[config.mk]
export PLATFORM = sky130hd
export DESIGN_NAME = bus_sampler
export DESIGN_NICKNAME = d
export VERILOG_FILES = /design/src/hdl/bus_sampler.sv
export SDC_FILE = /design/constraint.sdc
export NUM_CORES = 1
export LEC_CHECK = 0
export BUFFER_PORTS_ARGS = -buffer_cell sky130_fd_sc_hd__buf_4
export CORE_AREA = 5 5 42 44
export CTS_BUF_LIST = sky130_fd_sc_hd__clkbuf_8
export CTS_CLUSTER_SIZE = 12
export DETAILED_ROUTE_END_ITERATION = 6
export DIE_AREA = 0 0 47 49
export GPL_TIMING_DRIVEN = 0
export SETUP_SLACK_MARGIN = 0.5
export SLEW_MARGIN = 20
export SYNTH_ARGS = -nofsm -noshare
export SYNTH_HDL_FRONTEND = slang
export SYNTH_SLANG_ARGS = --single-unit
[constraint.sdc]
create_clock -name scl -period 0.9 [get_ports scl]
set_input_delay 0.09 -clock scl [delete_from_list [all_inputs] [get_ports scl]]
set_output_delay 0.09 -clock scl [all_outputs]
set_load 0.005 [all_outputs]
[src/hdl/bus_sampler.sv]
module bus_sampler #(
    parameter int sync_depth = 2
) (
    input  logic scl,
    input  logic rst,
    input  logic bus_clk,
    input  logic bus_data,
    output logic start_det,
    output logic stop_det,
    output logic clk_rise,
    output logic clk_fall,
    output logic data_bit
);

    logic [sync_depth-1:0] clk_sync;
    logic [sync_depth-1:0] data_sync;
    logic                  clk_now;
    logic                  data_now;
    logic                  clk_prev;
    logic                  data_prev;

    assign clk_now  = clk_sync[sync_depth-1];
    assign data_now = data_sync[sync_depth-1];

    always_ff @(posedge scl)
    begin
        if (rst)
        begin
            // idle bus is high on both lines
            clk_sync  <= '1;
            data_sync <= '1;
            clk_prev  <= 1'b1;
            data_prev <= 1'b1;
            start_det <= 1'b0;
            stop_det  <= 1'b0;
            clk_rise  <= 1'b0;
            clk_fall  <= 1'b0;
            data_bit  <= 1'b1;
        end
        else
        begin
            clk_sync  <= {clk_sync[sync_depth-2:0], bus_clk};
            data_sync <= {data_sync[sync_depth-2:0], bus_data};
            clk_prev  <= clk_now;
            data_prev <= data_now;
            // data moving while the clock stays high
            start_det <= clk_prev & clk_now & data_prev & ~data_now;
            stop_det  <= clk_prev & clk_now & ~data_prev & data_now;
            clk_rise  <= ~clk_prev & clk_now;
            clk_fall  <= clk_prev & ~clk_now;
            data_bit  <= data_now;
        end
    end

endmodule

Word level (Yosys, flattened, before mapping)
Cells that the tools add are included.
{ "word_totals": {"reg_bits": 10, "in_bits": 4, "output_inout_bits": 5, "wordCells": 19} }
{ "classes": {"bitwise": 11} }
{ "op_table": {"columns": ["operator", "n"], "rows": [
  ["$and A1 B1 Y1", 7],
  ["$not A1 Y1", 4]
]} }

Depth between registers and ports, before layout
{ "logic_depth": {"word_depth": 3, "depth_mapped": 2, "ltp_nobuf": 2} }

Worst setup path after synthesis
OpenSTA, ideal clock, no wires.
{ "synth_path": {"path_type": "reg-to-reg", "from": "register data_sync[1]", "to": "register data_prev", "setup_ns": 0.123, "arrival_ns": 0.571, "required_time_ns": 0.777, "path_slack_ns": 0.206, "stages_incl_launch_ff": 2, "n_path_buf": 0, "synth_period_minus_slack_ns": 0.694, "path_cell_list": "dfxtp_1 -> or2_2"} }
{ "synth_rtl": {"columns": ["item", "line_no", "source"], "rows": [
  ["start, declared", "16", "logic [sync_depth-1:0] data_sync;"],
  ["start signal, assigned", "43", "data_sync <= {data_sync[sync_depth-2:0], bus_data};"],
  ["end signal, assigned", "45", "data_prev <= data_now;"],
  ["end, declared", "20", "logic data_prev;"]
]} }
No word-level cell between the ends.

==> results.toml <==
[status]
status = "complete, no violations"

[detailed_routing]
routed_wl_um = 426
post_drt_wl_per_cell_um = 8.52
first_pass_iters = 1
num_vias = 178
drc = 0
viasPerCell = 3.56
ant_nets = 0
drt_iter0_markers = 0

[sta]
period_share_pct = 82.1
fin_skew_ns = 0.00142
setup_viol = 0
finalSetupTns_ns = 0
relSlewSlack_pct = 92.5
finalHoldViolCount = 0
slew_viol_final = 0
max_freq_mhz = 1350
tightest_slew_ns = 0.111
rsz0062_at_grt = "yes"
setup_ws_ns = 0.161
fin_crit_ns = 0.739

[logic_synthesis]
syn_area_um2 = 300
synth.most_common_cell = "dfxtp_1"
syn_inst = 22
synth_edf_count = 0
postSynth.asyncResetShare_pct = 0
yosysTopAreaCell = "dfxtp_1"
synth.top_cell.area_share_pct = 66.7
ys.flop_type = "dfxtp_1"
synth_commonest_cells = "dfxtp_1 (10), or2_1 (4), nor3b_2 (2), or2_2 (2)"
synth_nets = 26
synth.avg_cell_area_um2 = 13.6
synth_cell_type_count = 8
ys_ff_latch = 10
ys_warn_count = 0
synth.area.top_cells = "dfxtp_1 (67%), nor3b_2 (8.3%), or2_1 (8.3%)"
yosysSeqAreaShare_pct = 66.7

[setup_path]
critPathMaxStageDelay_ns = 0.32
start_kind = "flop"
worstPathMaxFanout = 2
cp.required_ns = 0.81
crit_path_end_kind = "output port"
crit_type = "reg2out"
slowest_stage = "dfxtp_2"
critPathTopFamily = "flip-flops"
critPathBufInv = 1
crit_chain = "buf_6"
arrival_ns = 0.65

[die]
io_pins = 9
die_area_um2 = 2300
rows = 14
coreArea_um2 = 1400
die_y_um = 49
initial_core_util_pct = 21.4
die_w_um = 47

[global_routing]
gr-total-overflow = 0
grt_usage_pct = 4.54
grt_pass1_vias = 159
grt_pass1_wl_um = 683
antenna_found_initial = 0
grt_start_max_net_pins = 9

[placement]
numPortBuffers = 8
place_congestion = 0.603
dp_slack_ns = 0.219

[clock_network]
cts_buffers = 3
path_clk_slew_ns = 0.04
root_buffer = "clkbuf_8"
h-tree-depth = 1
cts_tree = "yes"
insertion_delay_ns = 0.23
numClockSinks = 10
cts_buffer_depth = 2

[power_and_ir_drop]
power_density_nw_per_um2 = 2060
ir_drop_v = 0.00104
p_leak_nw = 0.199

[layout]
antenna_cells = 0
nets = 40
drive_above_1_share_pct = 76.5
area_delta_synth_final_pct = 54.2
post-route-util_pct = 33.0

[hold_path]
hold_class = "in2reg"

[flow_run]
maxCapViolCount = 0
report_power, final:
| group | switching (W) | internal [W] | total (W) |
|---|---|---|---|
| registers | 0.00000811 | 0.000461 | 0.000469 |
| clock network | 0.000147 | 0.000290 | 0.000437 |
| logic | 0.0000148 | 0.0000338 | 0.0000485 |
path summary, 6_finish.rpt:
path                             startpoint     endpoint  slack, ns  cells past startpoint
worst max-delay path              data_prev     data_bit       0.16                      1
worst min-delay path                bus_clk  clk_sync[0]       0.04                      2
worst max register to register  clk_sync[1]     clk_fall       0.19                      2
worst min register to register  clk_sync[0]  clk_sync[1]       0.39                      1
sequential cells by signal, summed over array words and instances (netlist names):
| signal | cells |
|---|---|
| start_det | 1 |
| clk_rise | 1 |
| data_prev | 1 |
| clk_sync | 2 |
| stop_det | 1 |
| clk_fall | 1 |
| data_sync | 2 |
| clk_prev | 1 |
final cells by class:
type,count,area (um^2)
Sequential cell,10,209
Multi-Input combinational cell,11,106
Clock buffer,3,41.3
Timing Repair Buffer,9,82.6
Fill cell,143,938
Inverter,1,3.75
Tap cell,16,20.0
layer usage:
metal / up-vias / wire length, um / global-route usage, %
met5: - / 0 / 0
met1: 74 / 193 / 6.05
met2: 11 / 147 / 4.07
li1: 93 / - / -
met3: 0 / 85 / 5.90
met4: 0 / 0 / 1.38
logic make-up after synthesis:
family	Yosys count	synth area share, %
simple gates	11	32.1
flops	10	66.7
buf+inv	1	1.25
what timing repair did:
| item | CTS | global route |
|---|---|---|
| resized for setup | 1 | 6 |
| pin swaps | 1 | 0 |
| setup endpoints to repair | 13 | 13 |
| hold buffers | 0 | 0 |
| buffers inserted | 1 | 0 |
| endpoints found under the hold margin | 0 | 0 |
stage by stage:
stage	hold slack, ns	instance area (um^2)	power [W]	std cells
after floorplan	0.161	315	0.000497	22
after global placement	0.269	395	0.000520	46
after global routing	0.0454	463	0.00100	50
after CTS	0.0440	448	0.000968	50
after detailed placement	0.281	395	0.000521	46
final	0.0435	463	0.000955	50
cells in the final DEF (no fill, tap or decap):
cell	instances
buf_4	5
buf_6	4
clkbuf_8	3
dfxtp_1	3
dfxtp_2	7
inv_1	1
nand3b_4	1
nor2_2	1
nor3b_2	3
or2_1	4
or2_4	2
Power figures use the tool's default switching activity.
