===== src/hdl/eeprom_mem_pkg.sv =====
package eeprom_mem_pkg;

    localparam int byte_width = 8;
    localparam int block_bits = 3;

    // block bits on top of the address byte
    localparam int mem_addr_width = block_bits + byte_width;

    localparam int mem_depth = 2048;

endpackage


===== src/hdl/byte_shifter.sv =====
module byte_shifter import eeprom_mem_pkg::*; (
    input  logic                  scl,
    input  logic                  rst,
    input  logic                  clk_rise,
    input  logic                  data_bit,
    input  logic                  start_det,
    input  logic                  stop_det,
    output logic                  byte_valid,
    output logic [byte_width-1:0] byte_data
);

    logic [2:0] bit_cnt;

    always_ff @(posedge scl)
    begin
        if (rst)
        begin
            bit_cnt    <= '0;
            byte_valid <= 1'b0;
        end
        else
        begin
            byte_valid <= 1'b0;
            // bus conditions realign the byte boundary
            if (start_det || stop_det)
            begin
                bit_cnt <= '0;
            end
            else if (clk_rise)
            begin
                bit_cnt    <= bit_cnt + 3'd1;
                byte_valid <= (bit_cnt == 3'd7);
            end
        end
    end

    // msb first; bytes seen during read-out are dropped by the decoder
    always_ff @(posedge scl)
    begin
        if (clk_rise)
        begin
            byte_data <= {byte_data[byte_width-2:0], data_bit};
        end
    end

endmodule


===== config.mk =====
export PLATFORM = sky130hd
export DESIGN_NAME = byte_shifter
export DESIGN_NICKNAME = d
export VERILOG_FILES = /design/src/hdl/eeprom_mem_pkg.sv /design/src/hdl/byte_shifter.sv
export SDC_FILE = /design/constraint.sdc
export NUM_CORES = 1
export LEC_CHECK = 0
export BUFFER_PORTS_ARGS = -buffer_cell sky130_fd_sc_hd__buf_2
export CAP_MARGIN = 20
export CORE_AREA = 2 2 39 41
export CTS_BUF_LIST = sky130_fd_sc_hd__clkbuf_2
export CTS_CLUSTER_SIZE = 10
export DETAILED_ROUTE_END_ITERATION = 12
export DIE_AREA = 0 0 41 43
export MAX_ROUTING_LAYER = met4
export PLACE_DENSITY = 0.63
export SLEW_MARGIN = 30
export SYNTH_ARGS = -nofsm -noshare
export SYNTH_HDL_FRONTEND = slang
export SYNTH_SLANG_ARGS = --single-unit

===== constraint.sdc =====
create_clock -name scl -period 1.7 [get_ports scl]
set_clock_uncertainty 0.15 [all_clocks]
set_input_delay 0.255 -clock scl [delete_from_list [all_inputs] [get_ports scl]]
set_output_delay 0.255 -clock scl [all_outputs]
set_load 0.05 [all_outputs]

; ---- Yosys cells after proc, flatten, opt, wreduce, memory -nomap -nowiden
; Index checks and enable logic that the tools add are counted.
[word_totals]
reg_bits = 12
in_bits = 6
out_inout_bits = 9
word_cells = 9
[op_classes]
add_sub_neg = 1
eq_ne = 1
bitwise_logic = 1
reduce_logical = 3
[op_table]
columns = operator, n
row1 = $add 3x1->3 const B, 1
row2 = $eq 3x3->1 const B, 1
row3 = $reduce_or 3->1, 1
row4 = $reduce_or 2->1, 1
row5 = $logic_or 1x1->1, 1
row6 = $not 1->1, 1

; ---- Logic depth before layout (Yosys ltp)
[logic_depth]
ltp_word = 2
ltp_mapped = 4
depth_no_buf = 4

; ---- Least setup slack after synthesis
; OpenSTA, ideal clock, no wires.
[synth_path]
path_kind = register to register
from = reg bit_cnt[0]
to = reg bit_cnt[2]
setup_time_ps = 114
arrival_time_ps = 906
required_ps = 1436
path_slack_ps = 529
path_stages_with_launch = 5
n_path_buf = 0
synth_period_minus_slack_ps = 1171
cell_sequence = dfxtp_1 ha_1 ha_1 mux2i_1 nor2_1
[synth_via]
elab_chain_len = 1
[synth_lines]
columns = item, line_no
row1 = from (decl), byte_shifter.sv:12  ; logic [2:0] bit_cnt;
row2 = from (signal assigned), byte_shifter.sv:31  ; bit_cnt <= bit_cnt + 3'd1;
row3 = $add 3x1->3, byte_shifter.sv:31
; Every way passes these cells.
; A chain may end at the register's enable or synchronous reset.

; ---- Final worst setup path
[layout_path]
from = reg byte_data[3]
to = out byte_data[3]
[layout_lines]
columns = item, line_no
row1 = from (decl), byte_shifter.sv:9  ; output logic [byte_width-1:0] byte_data
row2 = from (signal assigned), byte_shifter.sv:42  ; byte_data <= {byte_data[byte_width-2:0], data_bit};
; No word-level cell between the ends.

==> flow_summary.json <==
{
  "status": "finished, final reports clean",
  "clkLatencyLatePin_ns": 0.25,
  "tns_ns": 0,
  "synth_xor_area_share_pct": 2.17,
  "design.portCount": 15,
  "end_kind": "output pin",
  "ys.flop_type": "edfxtp_1",
  "min_path_type": "primary input to flop",
  "min_period_ns": 1.31,
  "antenna_found_initial": 0,
  "slowest_delay_ns": 0.42,
  "r2r_slack_ns": 0.48,
  "viasPerCell": 4.41,
  "coreArea_mm2": 0.00138,
  "ys_seq_elements": 12,
  "synth_compound_area_share_pct": 0,
  "path_class": "flop to output pin",
  "cap_violations": 0,
  "dieArea_mm2": 0.00176,
  "cts_tree": "done",
  "first_pass_iters": 2,
  "reg2reg_from": "bit_cnt[0]$_SDFFE_PP0P_",
  "yosys-mux-area-fraction_pct": 4.95,
  "holdWs_ns": 0.122,
  "crit_family": "flip-flops",
  "power_frac_seq_pct": 60.3,
  "avgRoutedWirePerCell_um": 10.3,
  "syn_nets": 31,
  "drt_wl_total_um": 597,
  "synth_commonest_cells": "edfxtp_1 (8), dfxtp_1 (4), nor2_1 (4), ha_1 (2), mux2i_1 (2)",
  "ys_seq_area_share_pct": 79.3,
  "yosysTopAreaCell": "edfxtp_1",
  "die_x_um": 41,
  "crit_chain": "buf_2",
  "syn_inst": 23,
  "async_reset_ff_share_pct": 0,
  "areaGrowthSynthToFinish_pct": 29.7,
  "max-slew-margin-rel_pct": 82.1,
  "p_sw_share_pct": 26.3,
  "worst-path-max-fanout": 2,
  "hold_depth": 3,
  "comb_power_share_pct": 12.6,
  "final_antenna_net_count": 0,
  "port_buffers": 14,
  "cts_resized": 0,
  "synth_area_per_cell_um2": 17.6,
  "tightestPinTransition_ns": 0.268,
  "p_clk_share_pct": 27.2,
  "numClockSinks": 12,
  "synth_adder_area_share_pct": 6.19,
  "vias": 256,
  "h-tree-depth": 1,
  "cp.required_ns": 1.29,
  "crit_path_top_delay_cell": "edfxtp_1",
  "drv_slew": 0,
  "rows": 14,
  "grt_pass1_vias": 241,
  "first_iter_violations": 5,
  "final_nets": 51,
  "grt_pass1_wl_um": 938,
  "ys_top_cells_by_area": "edfxtp_1 (59%), dfxtp_1 (20%), ha_1 (6.2%), mux2i_1 (5.0%), nor2_1 (3.7%)",
  "synthesis.area_um2": 404,
  "grt_max_degree": 13,
  "crit_arrival_ns": 0.91,
  "max_freq_mhz": 762,
  "reg2reg_depth": 4,
  "cts_buffer_depth": 2,
  "drc": 0,
  "synth_edf_count": 8,
  "diodes": 0,
  "synth.most_common_cell": "edfxtp_1",
  "yosys_warnings": 0,
  "hp-start": "start_det",
  "synth_cell_types": 8,
  "yosysTopAreaCellShare_pct": 59.4,
  "die_height_um": 43,
  "fin_util_pct": 37.9,
  "fillCellCount": 142,
  "power_switching_mw": 0.144,
  "grt_usage_pct": 8.78,
  "place.gp.congestion": 0.592,
  "powerDensity_mw_per_mm2": 1050,
  "rsz0062_at_grt": "false",
  "cp-start-kind": "flop",
  "whs_endpoint": "bit_cnt[1]$_SDFFE_PP0P_",
  "setup_viol": 0,
  "p_int_mw": 0.405,
  "clk_transition_reported_paths_ns": 0.11,
  "rr_endpoint": "bit_cnt[2]$_SDFFE_PP0P_",
  "grt_overflow": 0,
  "cts_buffers": 3,
  "start_util_pct": 29.2,
  "irDropWorstVdd_v": 0.000365,
  "cp.buffers_inverters": 1,
  "cts-root-buf": "clkbuf_2",
  "worst_slack_ns": 0.388,
  "finalHoldViolCount": 0,
  "synth_top_family_by_area": "simple AND/OR/NAND/NOR gates",
  "synth-simple-area-share_pct": 7.43,
  "leakage_nw": 0.229,
  "post-place-ws_ns": 0.495,
  "finalCritPeriodShare_pct": 77.2,
  "drive_above_1_share_pct": 45.2
}
==> stage by stage <==
stage | power, mW | std cells | instance area, um^2
4_1_cts | 0.562 | 58 | 524
6_report | 0.549 | 58 | 524
3_5_place_dp | 0.406 | 53 | 494
3_3_place_gp | 0.405 | 53 | 494
2_1_floorplan | 0.384 | 23 | 404
5_1_grt | 0.571 | 58 | 524
==> timing repair <==
action                    in CTS  in global routing
hold buffers                   1                  0
hold endpoints to repair       1                  0
setup buffers                  0                  0
==> layer usage <==
| metal | global-route usage [%] | vias to the layer above | wire, um |
|---|---|---|---|
| li1 | - | 121 | - |
| met1 | 8.78 | 122 | 252 |
| met2 | 12.5 | 13 | 279 |
| met5 | - | - | 0 |
| met3 | 3.14 | 0 | 65 |
| met4 | 8.00 | 0 | 0 |
==> state kept, by name, indices dropped and copies added, names as in the netlist <==
register and flops:
bit_cnt 3, byte_data 8, byte_valid 1
==> cells in the final DEF (no fill, tap or decap) <==
master	synthesis	routed
or3_4	1	1
nand2_1	1	1
nor2_1	4	4
clkbuf_2	0	4
edfxtp_1	8	8
xnor2_1	1	1
dlygate4sd3_1	0	1
dfxtp_1	4	4
buf_2	0	14
mux2i_1	2	2
ha_1	2	2
==> final cells by class <==
class	count	area, um^2	share of cell area (%)
clock buffer	4	20.0	3.82
multi-input combinational	11	83.8	16.0
sequential	12	320	61.1
tap	16	20.0	3.82
timing repair buffer	15	80.1	15.3
==> logic make-up after synthesis <==
| family | after synthesis |
|---|---|
| adder cells (fa/ha/maj) | 2 |
| flip-flops | 12 |
| multiplexers | 2 |
| XOR/XNOR | 1 |
| AND/OR/NAND/NOR | 6 |
==> power by group through the flow <==
stage | clock [mW] | combinational [mW] | sequential [mW]
floorplan | 0 | 0.00543 | 0.378
global placement | 0 | 0.0674 | 0.337
detailed placement | 0 | 0.0682 | 0.338
CTS | 0.161 | 0.0699 | 0.331
global route | 0.165 | 0.0733 | 0.333
finish | 0.149 | 0.0690 | 0.331
==> how the worst max path moves through the flow <==
stage                             from                       to  depth (start not counted)
2_1_floorplan  bit_cnt[0]$_SDFFE_PP0P_  bit_cnt[2]$_SDFFE_PP0P_                          4
3_3_place_gp   bit_cnt[0]$_SDFFE_PP0P_  bit_cnt[2]$_SDFFE_PP0P_                          4
3_5_place_dp   bit_cnt[0]$_SDFFE_PP0P_  bit_cnt[2]$_SDFFE_PP0P_                          4
4_1_cts         byte_data[3]$_DFFE_PP_             byte_data[3]                          1
5_1_grt         byte_data[3]$_DFFE_PP_             byte_data[3]                          1
6_report        byte_data[3]$_DFFE_PP_             byte_data[3]                          1
No activity file was read; power rests on OpenSTA's default activity.
