### src/hdl/eeprom_mem_pkg.sv
package eeprom_mem_pkg;

    localparam int byte_width = 8;
    localparam int block_bits = 3;

    // block bits on top of the address byte
    localparam int mem_addr_width = block_bits + byte_width;

    localparam int mem_depth = 2048;

endpackage

### src/hdl/read_serializer.sv
module read_serializer import eeprom_mem_pkg::*; (
    input  logic                  scl,
    input  logic                  rst,
    input  logic                  load,
    input  logic [byte_width-1:0] rd_data,
    input  logic                  clk_fall,
    input  logic                  start_det,
    input  logic                  stop_det,
    output logic                  sda_out,
    output logic                  sda_oe
);

    logic [byte_width-1:0] shift_reg;
    logic [3:0]            bit_cnt;

    always_ff @(posedge scl)
    begin
        if (rst)
        begin
            sda_oe  <= 1'b0;
            sda_out <= 1'b1;
            bit_cnt <= '0;
        end
        else if (start_det || stop_det)
        begin
            sda_oe <= 1'b0;
        end
        else if (load)
        begin
            // msb goes out at once, ahead of the next rising bus clock
            shift_reg <= rd_data;
            sda_out   <= rd_data[byte_width-1];
            bit_cnt   <= '0;
            sda_oe    <= 1'b1;
        end
        else if (clk_fall && sda_oe)
        begin
            if (bit_cnt == 4'(byte_width))
            begin
                sda_oe <= 1'b0;
            end
            else
            begin
                sda_out   <= shift_reg[byte_width-1];
                shift_reg <= {shift_reg[byte_width-2:0], 1'b0};
                bit_cnt   <= bit_cnt + 4'd1;
            end
        end
    end

endmodule

### config.mk
export PLATFORM = sky130hd
export DESIGN_NAME = read_serializer
export DESIGN_NICKNAME = d
export VERILOG_FILES = /design/src/hdl/eeprom_mem_pkg.sv /design/src/hdl/read_serializer.sv
export SDC_FILE = /design/constraint.sdc
export NUM_CORES = 1
export LEC_CHECK = 0
export ABC_AREA = 1
export CAP_MARGIN = 20
export CORE_MARGIN = 2
export CORE_UTILIZATION = 50
export DETAILED_ROUTE_END_ITERATION = 10
export DONT_BUFFER_PORTS = 1
export GPL_TIMING_DRIVEN = 0
export PLACE_DENSITY = 0.68
export SLEW_MARGIN = 20
export SYNTH_ARGS = -nofsm -noshare
export SYNTH_HDL_FRONTEND = slang
export SYNTH_SLANG_ARGS = --single-unit
### constraint.sdc
create_clock -name scl -period 1.82 [get_ports scl]
set_clock_uncertainty 0.2 [all_clocks]
set_input_delay 0.273 -clock scl [delete_from_list [all_inputs] [get_ports scl]]
set_output_delay 0.273 -clock scl [all_outputs]
set_load 0.1 [all_outputs]
* Yosys cells after proc, flatten, opt, wreduce, memory -nomap -nowiden
Cells that the tools add are included.
** Word-level totals
- Output and inout bits :: 2
- Bits of input ports :: 14
- Word-level logic and storage cells :: 29
- Flip-flop bits (word level) :: 14
** Cells by class
- Mux-type cells :: 12
- Reductions and logical operators :: 8
- Add/subtract/negate cells :: 1
- Equality and inequality tests :: 2
- Bitwise gates (word level) :: 2
** Operators by type and width (count)
- 2-to-1 mux 8 bit :: 3
- 2-to-1 mux 4 bit :: 3
- 2-to-1 mux 1 bit :: 6
- adder 4 x 1 -> 4 bit (second input constant) :: 1
- equality test 4 bit (second input constant) :: 1
- AND reduction 4 bit :: 1
- nonzero test 2 bit :: 2
- AND reduction 3 bit :: 1
- != test 2 bit (second input constant) :: 1
- inverter 1 bit :: 2
- AND reduction 2 bit :: 1
- OR reduction 2 bit :: 1
- logical AND 1 bit :: 1
- logical OR 1 bit :: 1

* Longest topological paths before layout
- Depth in word-level cells :: 4
- Depth in mapped cells :: 8
- Depth with buffers taken out :: 8

* Worst setup path after synthesis
Ideal clock, no wire load.
- Path kind :: register to register
- Start point :: register sda_oe
- End point :: register shift_reg[0] (enable)
- Data arrival time :: 1.729 ns
- Setup time :: 0.371 ns
- Stages on the path, launching flop included :: 7
- Setup slack :: -0.480 ns
- Period minus slack after synthesis :: 2.300 ns
- Cells stage by stage :: dfxtp_1 -> nand2_1 -> nand2_1 -> nand2_2 -> clkinv_1 -> nand2_1 -> nor2_1
** Between the ends
- Longest elaborated chain between the ends :: 3
** Ends and longest elaborated chain
- from (decl) :: line read_serializer.sv:10 : output logic sda_oe
- from (signal assigned) :: line read_serializer.sv:20 : sda_oe <= 1'b0;
- from (signal assigned) :: line read_serializer.sv:26 : sda_oe <= 1'b0;
- from (signal assigned) :: line read_serializer.sv:34 : sda_oe <= 1'b1;
- logical AND 1 bit :: line read_serializer.sv:36 : else if (clk_fall && sda_oe)
- nonzero test 2 bit (no source line)
- AND reduction 4 bit (no source line)
- to (signal assigned) :: line read_serializer.sv:31 : shift_reg <= rd_data;
- to (signal assigned) :: line read_serializer.sv:45 : shift_reg <= {shift_reg[byte_width-2:0], 1'b0};
- to (decl) :: line read_serializer.sv:13 : logic [byte_width-1:0] shift_reg;
No other way between the ends.
A chain may end at the register's enable or synchronous reset.

* Worst setup path after layout
- Start point :: register sda_out
- End point :: output port sda_out
** RTL lines
- from (decl) :: line read_serializer.sv:9 : output logic sda_out,
- from (signal assigned) :: line read_serializer.sv:32 : sda_out <= rd_data[byte_width-1];
- from (signal assigned) :: line read_serializer.sv:44 : sda_out <= shift_reg[byte_width-1];
No word-level cell between the ends.

==> results.sh <==
export IMPL_synth_area_top_cells="edfxtp_1, nand2_1, dfxtp_1"
export IMPL_power_frac_clock_pct=29.9
export IMPL_drv_slew=0
export IMPL_hp_class="in -> reg"
export IMPL_worst_path_max_fanout=2
export IMPL_finalNetCount=122
export IMPL_grt_pass1_wl_mm=2.566
export IMPL_dieArea_um2=1739
export IMPL_largest_reg_flops=8
export IMPL_initial_core_util_pct=53.94
export IMPL_vias=619
export IMPL_grt_util_met3_pct=5.217
export IMPL_seqPwrFrac_pct=57.8
export IMPL_max_slew_margin_pct=36.28
export IMPL_ctsHtreeMaxLevel=1
export IMPL_finish_utilization_pct=67.05
export IMPL_insertion_delay_ns=0.29
export IMPL_setup_violations=0
export IMPL_dp_hpwl_um=972
export IMPL_grt_pass1_vias=607
export IMPL_path_class="reg -> out"
export IMPL_r2r_cells=6
export IMPL_p_int_uw=458.2
export IMPL_row_count=13
export IMPL_async_flop_share_pct=0
export IMPL_cts_tree="built"
export IMPL_tightest_slew_ns=0.9545
export IMPL_end_kind="primary output"
export IMPL_cts_buffer_depth=2
export IMPL_rsz0062_at_grt="no"
export IMPL_grt_met2_usage_pct=35.00
export IMPL_yosys_top_cells_count="nand2_1, edfxtp_1, inv_1, nor2_1, dfxtp_1"
export IMPL_cts_setup_buffers=0
export IMPL_synth_top_area_share_pct=33.80
export IMPL_vias_per_cell=5.158
export IMPL_pre_cts_slack_ns=-0.04378
export IMPL_p_switching_uw=171.2
export IMPL_grt_max_degree=11
export IMPL_drtIter0Drc=9
export IMPL_crit_cells=0
export IMPL_die_width_um=41.70
export IMPL_arrival_ns=1.25
export IMPL_grt_busiest_layer="met2"
export IMPL_period_minus_slack_ns=1.725
export IMPL_hold_start="load"
export IMPL_syn_nets=106
export IMPL_power_density_nw_per_um2=712.6
export IMPL_syn_inst=90
export IMPL_track_usage_pct=20.18
export IMPL_area_growth_synth_to_final_pct=24.30
export IMPL_fp_dieH_um=41.70
export IMPL_drv_cap=0
export IMPL_grt_use_met1_pct=22.82
export IMPL_yosys_most_used_dff="edfxtp_1"
export IMPL_wl_mm=1.454
export IMPL_clockRootBuffer="clkbuf_4"
export IMPL_leakage_uw=0.0003944
export IMPL_timing_hold_violations_final=0
export IMPL_outcome="complete, no violations"
export IMPL_peakVddDrop_mv=0.4325
export IMPL_layout_drive_gt1_share_pct=19.05
export IMPL_ff2ff_setup_slack_ns=0.11
export IMPL_yosys_area_top_type="edfxtp_1"
export IMPL_antenna_found_initial=0
export IMPL_yosys_warnings=0
export IMPL_r2r_start="sda_oe"
export IMPL_diodes=0
export IMPL_reg2reg_to="shift_reg[2]"
export IMPL_finalWeightedCongestion=0.7146
export IMPL_timing_final_crit_share_pct=94.78
export IMPL_min_to="sda_oe"
export IMPL_worst_slack_ns=0.09496
export IMPL_p_sw_share_pct=27.21
export IMPL_drc=0
export IMPL_synth_most_common_cell="nand2_1"
export IMPL_wl_per_cell_um=12.12
export IMPL_gr_total_overflow=0
export IMPL_avgSynthCellArea_um2=7.896
export IMPL_ant_nets=0
export IMPL_cp_start_kind="register"
export IMPL_synth_seq_cells=14
export IMPL_cts_buffers=3
export IMPL_synth_area_um2=710.7
export IMPL_fmaxAchievable_mhz=579.7
export IMPL_ioPinCount=16
export IMPL_portBuffers=0
export IMPL_drtPass1Iterations=4
export IMPL_cp_required_ns=1.35
export IMPL_clock_sinks=14
export IMPL_combPwrFrac_pct=12.3
export IMPL_ys_seq_area_share_pct=50.70
export IMPL_holdPathStages=5
export IMPL_yosysUniqueCellTypes=18
export IMPL_synth_edf_count=8
export IMPL_core_um2=1318
export IMPL_cts_clk_slew_worst_paths_ns=0.09
## layout make-up
type	instances	area (um^2)
flip-flops and latches	14	365.4
well taps	15	18.77
fillers	99	434.2
clock buffers	3	22.52
clock inverters	1	3.754
inverters	11	41.29
multi-input cells	63	311.5
plain buffers	2	10.01
repair buffers	11	110.1
## worst max-delay path by stage
stage | start | to | slack, ns
final | sda_out | sda_out | 0.09
after global routing | bit_cnt[1] | shift_reg[2] | 0.01
after CTS | bit_cnt[0] | shift_reg[1] | 0.06
after detailed placement | bit_cnt[0] | shift_reg[0] | -0.04
after global placement | sda_oe | shift_reg[0] | -0.03
after floorplan | sda_oe | shift_reg[0] | 0.14
## power by group through the flow
stage | Combinational [uW] | Clock, uW | Sequential, uW
after floorplan | 45.1 | 0 | 369
after global placement | 52.6 | 0 | 370
after detailed placement | 54.4 | 0 | 371
after CTS | 75.6 | 190 | 364
after global routing | 87.8 | 206 | 365
final | 77.3 | 188 | 364
## per-layer routing
layer | vias to the layer above | share of wire [%]
met3 | 5 | 4.5
met4 | 0 | 2.1
met1 | 285 | 42
li1 | 314 | -
met5 | - | 0
met2 | 15 | 51
## cells by family after synthesis
family | share of synthesized area, %
AOI/OAI and AO/OA | 3.872
adders and majority gates | 3.521
buffers and inverters | 7.218
DFF | 50.70
and+or+nand+nor | 34.68
## per-stage QoR
step | hold slack [ns] | instance area (um^2) | setup TNS, ns | cells | power [uW]
floorplan | 0.1354 | 716.9 | 0 | 90 | 414.0
global placement | 0.1370 | 735.7 | -0.2399 | 105 | 423.0
detailed placement | 0.1373 | 735.7 | -0.3487 | 105 | 425.5
CTS | 0.07689 | 877.1 | 0 | 120 | 628.9
global route | 0.07731 | 883.3 | 0 | 120 | 658.5
finish | 0.07111 | 883.3 | 0 | 120 | 629.4
## cell usage in the layout, fill, tap and decap left out, drive strengths merged
cell type	Yosys	routed
a21oi	2	2
buf	2	2
clkbuf	0	3
clkinv	1	2
dfxtp	6	6
dlygate4sd3	0	11
edfxtp	8	8
ha	2	2
inv	10	10
nand2	43	43
nand3	3	3
nand4	1	1
nor2	9	9
nor3	1	1
o2111ai	1	1
o21ai	1	1
## repair_timing
action,CTS,global route
hold buffers,11,0
hold endpoints to repair,13,0
pin swaps,0,1
gates resized for setup,1,3
endpoints found under the setup margin,8,8
Note: power is estimated with default switching activity, not from simulation.
