### src/hdl/eeprom_bus_pkg.sv
package eeprom_bus_pkg;

    // fixed upper nibble of every control byte
    localparam logic [3:0] device_code = 4'b1010;

    // control bit 0 set means read
    localparam logic rw_bit_read = 1'b1;

    // block select field inside the control byte
    localparam int block_lsb = 1;
    localparam int block_msb = 3;

    typedef enum logic [2:0] {
        idle,
        ctrl,
        addr,
        data,
        rd_wait,
        rd_ctrl,
        rd_out
    } dec_state_t;

endpackage

### src/hdl/eeprom_mem_pkg.sv
package eeprom_mem_pkg;

    localparam int byte_width = 8;
    localparam int block_bits = 3;

    // block bits on top of the address byte
    localparam int mem_addr_width = block_bits + byte_width;

    localparam int mem_depth = 2048;

endpackage

### src/hdl/command_decoder.sv
module command_decoder import eeprom_bus_pkg::*, eeprom_mem_pkg::*; (
    input  logic                      scl,
    input  logic                      rst,
    input  logic                      byte_valid,
    input  logic [byte_width-1:0]     byte_data,
    input  logic                      start_det,
    input  logic                      stop_det,
    output logic                      wr_en,
    output logic [mem_addr_width-1:0] wr_addr,
    output logic [byte_width-1:0]     wr_data,
    output logic                      rd_en,
    output logic [mem_addr_width-1:0] rd_addr,
    output logic                      load
);

    dec_state_t            state;
    logic [block_bits-1:0] block_reg;
    logic [byte_width-1:0] addr_reg;
    logic                  code_ok;

    assign code_ok = (byte_data[7:4] == device_code);

    // both ports see the address latched by the write control and address bytes
    assign wr_addr = {block_reg, addr_reg};
    assign rd_addr = {block_reg, addr_reg};

    always_ff @(posedge scl)
    begin
        if (rst)
        begin
            state <= idle;
            wr_en <= 1'b0;
            rd_en <= 1'b0;
            load  <= 1'b0;
        end
        else
        begin
            wr_en <= 1'b0;
            rd_en <= 1'b0;
            load  <= 1'b0;
            if (stop_det)
            begin
                state <= idle;
            end
            else if (start_det)
            begin
                // repeated start after the address turns into a read
                state <= (state == data) ? rd_ctrl : ctrl;
            end
            else
            begin
                case (state)
                    ctrl:
                    begin
                        if (byte_valid)
                        begin
                            if (code_ok && byte_data[0] != rw_bit_read)
                                state <= addr;
                            else
                                state <= idle;
                        end
                    end
                    addr:
                    begin
                        if (byte_valid)
                            state <= data;
                    end
                    data:
                    begin
                        if (byte_valid)
                        begin
                            wr_en <= 1'b1;
                            state <= idle;
                        end
                    end
                    rd_ctrl:
                    begin
                        if (byte_valid)
                        begin
                            if (code_ok && byte_data[0] == rw_bit_read)
                            begin
                                rd_en <= 1'b1;
                                state <= rd_wait;
                            end
                            else
                            begin
                                state <= idle;
                            end
                        end
                    end
                    rd_wait:
                    begin
                        // rd_data lands this cycle
                        load  <= 1'b1;
                        state <= rd_out;
                    end
                    default:
                    begin
                        // idle and rd_out only leave on start or stop
                        state <= state;
                    end
                endcase
            end
        end
    end

    always_ff @(posedge scl)
    begin
        if (byte_valid && state == ctrl)
            block_reg <= byte_data[block_msb:block_lsb];
        if (byte_valid && state == addr)
            addr_reg <= byte_data;
        if (byte_valid && state == data)
            wr_data <= byte_data;
    end

endmodule

### config.mk
export PLATFORM = sky130hd
export DESIGN_NAME = command_decoder
export DESIGN_NICKNAME = d
export VERILOG_FILES = /design/src/hdl/eeprom_bus_pkg.sv /design/src/hdl/eeprom_mem_pkg.sv /design/src/hdl/command_decoder.sv
export SDC_FILE = /design/constraint.sdc
export NUM_CORES = 1
export LEC_CHECK = 0
export BUFFER_PORTS_ARGS = -buffer_cell sky130_fd_sc_hd__buf_2
export CAP_MARGIN = 10
export CORE_ASPECT_RATIO = 1.25
export CORE_MARGIN = 4
export CORE_UTILIZATION = 38
export DETAILED_ROUTE_END_ITERATION = 12
export PLACE_DENSITY = 0.68
export RECOVER_POWER = 25
export SLEW_MARGIN = 20
export SYNTH_ARGS = -nofsm -noshare
export SYNTH_HDL_FRONTEND = slang
export SYNTH_SLANG_ARGS = --single-unit
### constraint.sdc
create_clock -name scl -period 1.65 [get_ports scl]
set_input_delay 0.0825 -clock scl [delete_from_list [all_inputs] [get_ports scl]]
set_output_delay 0.0825 -clock scl [all_outputs]
set_load 0.05 [all_outputs]
# Yosys cells after proc, flatten, opt, wreduce, memory -nomap -nowiden
# Index checks and enable logic that the tools add are counted.
# classes
eq_ne	10
n_reduce_logical	11
n_bitwise	4
mux	12
# op_table
operator	n
3-bit two-way mux	7
3-bit one-hot mux with 5 select lines	1
3-bit != test, second input constant	4
3-bit by 2-bit == test with 1-bit output, second input constant	2
3-bit == test, second input constant	2
6-bit nonzero test	1
1-bit logical AND	5
5-bit AND reduction	1
5-bit OR reduction	1
4-bit == test, second input constant	1
1-bit NOT	4
4-bit OR reduction	1
3-bit by 1-bit == test with 1-bit output, second input constant	1
1-bit two-way mux	3
3-bit OR reduction	1
2-bit two-way mux	1
2-bit OR reduction	1
# word_totals
output_inout_bits	33
wordCells	44
regBits	25

# Logic depth before layout (Yosys ltp)
# depth
ltp_word	6
depth_mapped	3
depth_no_buf	3

# Worst setup path before layout
# No wires, ideal clock.
# synth_timing
path_kind	register to register
startpoint	register state[0]
endpoint	register addr_reg[0], enable pin
n_path_buf	0
setup_time_ps	370
stages_incl_launch_ff	3
setup_slack_ps	165
arrival_time_ps	1115
period_less_slack_ps	1485
cell_sequence	dfxtp_1 > or3b_1 > nor2_1
# synth_between
elab_chain_len	2
# synth_rtl
item	line	rtl
start, declared	command_decoder.sv:16	dec_state_t state;
start signal, assigned	command_decoder.sv:31	state <= idle;
start signal, assigned	command_decoder.sv:43	state <= idle;
start signal, assigned	command_decoder.sv:48	state <= (state == data) ? rd_ctrl : ctrl;
3-bit by 2-bit == test with 1-bit output	command_decoder.sv:111	if (byte_valid && state == addr)
1-bit logical AND	command_decoder.sv:111	
end signal, assigned	command_decoder.sv:112	addr_reg <= byte_data;
end, declared	command_decoder.sv:18	logic [byte_width-1:0] addr_reg;
# Every way passes these cells.
# A chain may end at the register's enable or synchronous reset.

# Worst setup path after layout
# layout_timing
startpoint	register state[0]
endpoint	register wr_data[1], enable pin
# layout_between
elab_chain_len	2
# layout_rtl
item	line	rtl
3-bit by 2-bit == test with 1-bit output	command_decoder.sv:113	if (byte_valid && state == data)
1-bit logical AND	command_decoder.sv:113	
end signal, assigned	command_decoder.sv:114	wr_data <= byte_data;
end, declared	command_decoder.sv:10	output logic [byte_width-1:0] wr_data,
# Every way passes these cells.

==> metrics <==
outcome=finished, final reports clean; wire length on met2=861 microns; htree depth=1; Crit Path Max Fanout=8; worst hold start=stop_det; Detailed Place HPWL=1304 microns; Hold Path Sink=state[0]; CP peak stage delay=0.47 ns; area delta synth->final=30.06%; syn_nets=79; Yosys reg bits=25; Final Max Tran Viols=0; Synth top area share=0.5884; placed insts=134; placeable core area=2427 sq um; sequential share of the synthesized area=0.7123; Initial Util=0.3995; mean routed wirelength per cell=11.66 microns; peak supply drop=443.4 uV; family with the most delay on the worst path=simple AND/OR/NAND/NOR gates; cell accounting for the most synthesized area=edfxtp_1; die width=53.18 microns; Post-Layout Cell Count=146; wire length on met3=168 microns; antenna-violating nets left=0; min Tclk post-route=1.382 ns; Syn Std Cell Area=969.7 sq um; post-synth cell types=24; Total GRT Usage=0.09938; leakage=0.4911 nW; max cap viols=0; RR Startpoint=state[0]; Post-Route WL=1702 microns; arrival time worst endpoint=1.36 ns; critical path capture point type=register; Resize count post-CTS=0; crit-path cells=and3b_2 > and2_1; YS warnings=0; Ant. Diodes=0; CTS clk-pin slew, worst paths=0.12 ns; Root Driver=clkbuf_4; I/O pin cnt=46; vias in the first global route=587; data required time of the worst path=1.63 ns; Met1 Wirelength=663 microns; TritonCTS clock tree=built; Setup WS pre-CTS=0.2686 ns; # Post-CTS Setup Buffers=0; Buf/Inv on CP=0; I/O Buffers=45; pwr dens=793.2 nW/um^2; final worst slack=0.2685 ns; worst hold slack=0.04463 ns; timing-limited maximum frequency=723.8 MHz; # rows=20; setup TNS=0 ns; drt pass-1 iters=4; die height=64.48 microns; final core utilization=0.5196; Hold Path Class=primary input to register; Avg Inst Size Synth=14.69 sq um; first-pass GRT wire length=2497 microns; worst skew pair latency=0.31 ns; worst r2r path cells=2; initial DRC count=14; initial antenna violation count=0; Worst-Margin Slew=0.3613 ns; Max clock buf depth=2; Reg2Reg Setup Slack=0.27 ns; residual DRC count=0; Nets=127; commonest non-fill, non-tap cell in the layout=buf_2; Final period util=0.8373; top cells by area, synth=edfxtp_1 59%, dfxtp_1 12%, buf_4 8.5%, and3b_2 2.1%, nor2_1 1.9%; uppermost layer routed=met4; RSZ-0062 raised after global routing=no; Final GP Congestion=0.8626; commonest cells after routing, fill and taps aside=37 x buf_2, 19 x edfxtp_1, 8 x dlygate4sd3_1, 8 x clkbuf_1, 6 x dfxtp_1; final hold violations=0; hold depth=3; drt via density=4.500; crit path launch type=register; via count=657; largest net degree at the start of global routing=16; path type of the worst setup path=register to register; Setup Viol. Count Final=0; Critical-path top delay cell=dfxtp_1; cts bufs inserted=3; layout cell share with drive strength beyond 1=0.3982; worst flop-to-flop path endpoint=wr_data[1]; Die Footprint=3429 sq um; global route total overflow=0; Mapped Cells=66; clk sinks=25; relative max-transition margin=0.7591; clock skew=0.01095 ns
-- report_power, final --
part	total, W	switching (W)	internal (W)	leakage (nW)
clock	0.000259	0.000167	0.0000922	0.0139
sequential	0.000680	0.00000252	0.000678	0.219
combinational	0.0000608	0.0000320	0.0000289	0.258
total	0.00100	0.000202	0.000799	0.491
-- layer usage --
metal / track usage / up-vias
li1: - / 326
met1: 0.1184 / 297
met2: 0.1646 / 32
met3: 0.02299 / 2
met4: 0.04792 / 0
met5: 0 / -
-- Yosys cell counts --
cell	count
edfxtp_1	19
buf_4	11
dfxtp_1	6
nor2_1	5
and2_1	2
and3b_2	2
nor2b_1	2
nor3_1	2
o211ai_1	2
a21oi_1	1
and3_1	1
inv_1	1
nand2_1	1
nand2_2	1
nand3_1	1
nand3b_1	1
nand4b_1	1
nand4bb_1	1
o21a_1	1
o21ai_0	1
o31a_1	1
o32a_1	1
or3b_1	1
or4b_1	1
-- kinds of logic (layout without fill, tap and decap cells) --
group                  after synthesis  in the layout  synth area share
buffers and inverters               12             59           0.08903
AND/OR/NAND/NOR                     22             22            0.1458
AO/OA/AOI/OAI                        7              7           0.05289
flip-flops                          25             25            0.7123
-- through the flow --
stage	power [W]	cell area, sq um
after global placement	0.0007423	1161
after CTS	0.001015	1271
after global routing	0.001061	1261
final	0.001000	1261
after floorplan	0.0007180	969.7
after detailed placement	0.0007434	1161
-- worst reg2reg max path, cell delays in order (launching register included) --
cell and delay (ns):
dfxtp_1 0.47, and3b_2 0.25, and2_1 0.35
-- cell type report --
class | instances | area [sq um]
sequential | 25 | 690.7
inverter | 1 | 3.754
timing repair buffer | 54 | 302.8
fill | 221 | 1166
clock buffer | 3 | 22.52
tap | 33 | 41.29
multi-input combinational | 29 | 192.7
clock inverter | 1 | 7.507
-- worst max path at each step --
stage | cells after the start | endpoint | slack [ns] | startpoint
CTS | 2 | wr_data[1] | 0.25 | state[0]
detailed placement | 2 | wr_data[5] | 0.27 | state[0]
finish | 2 | wr_data[1] | 0.27 | state[0]
global placement | 2 | wr_data[1] | 0.32 | state[0]
floorplan | 2 | addr_reg[0] | 0.16 | state[0]
global route | 2 | wr_data[1] | 0.18 | state[0]
-- repair_timing --
action,4_1_cts,5_1_grt
endpoints found under the setup margin,0,0
endpoints found under the hold margin,19,0
hold buffers,8,0
Note: power is estimated with default switching activity, not from simulation.
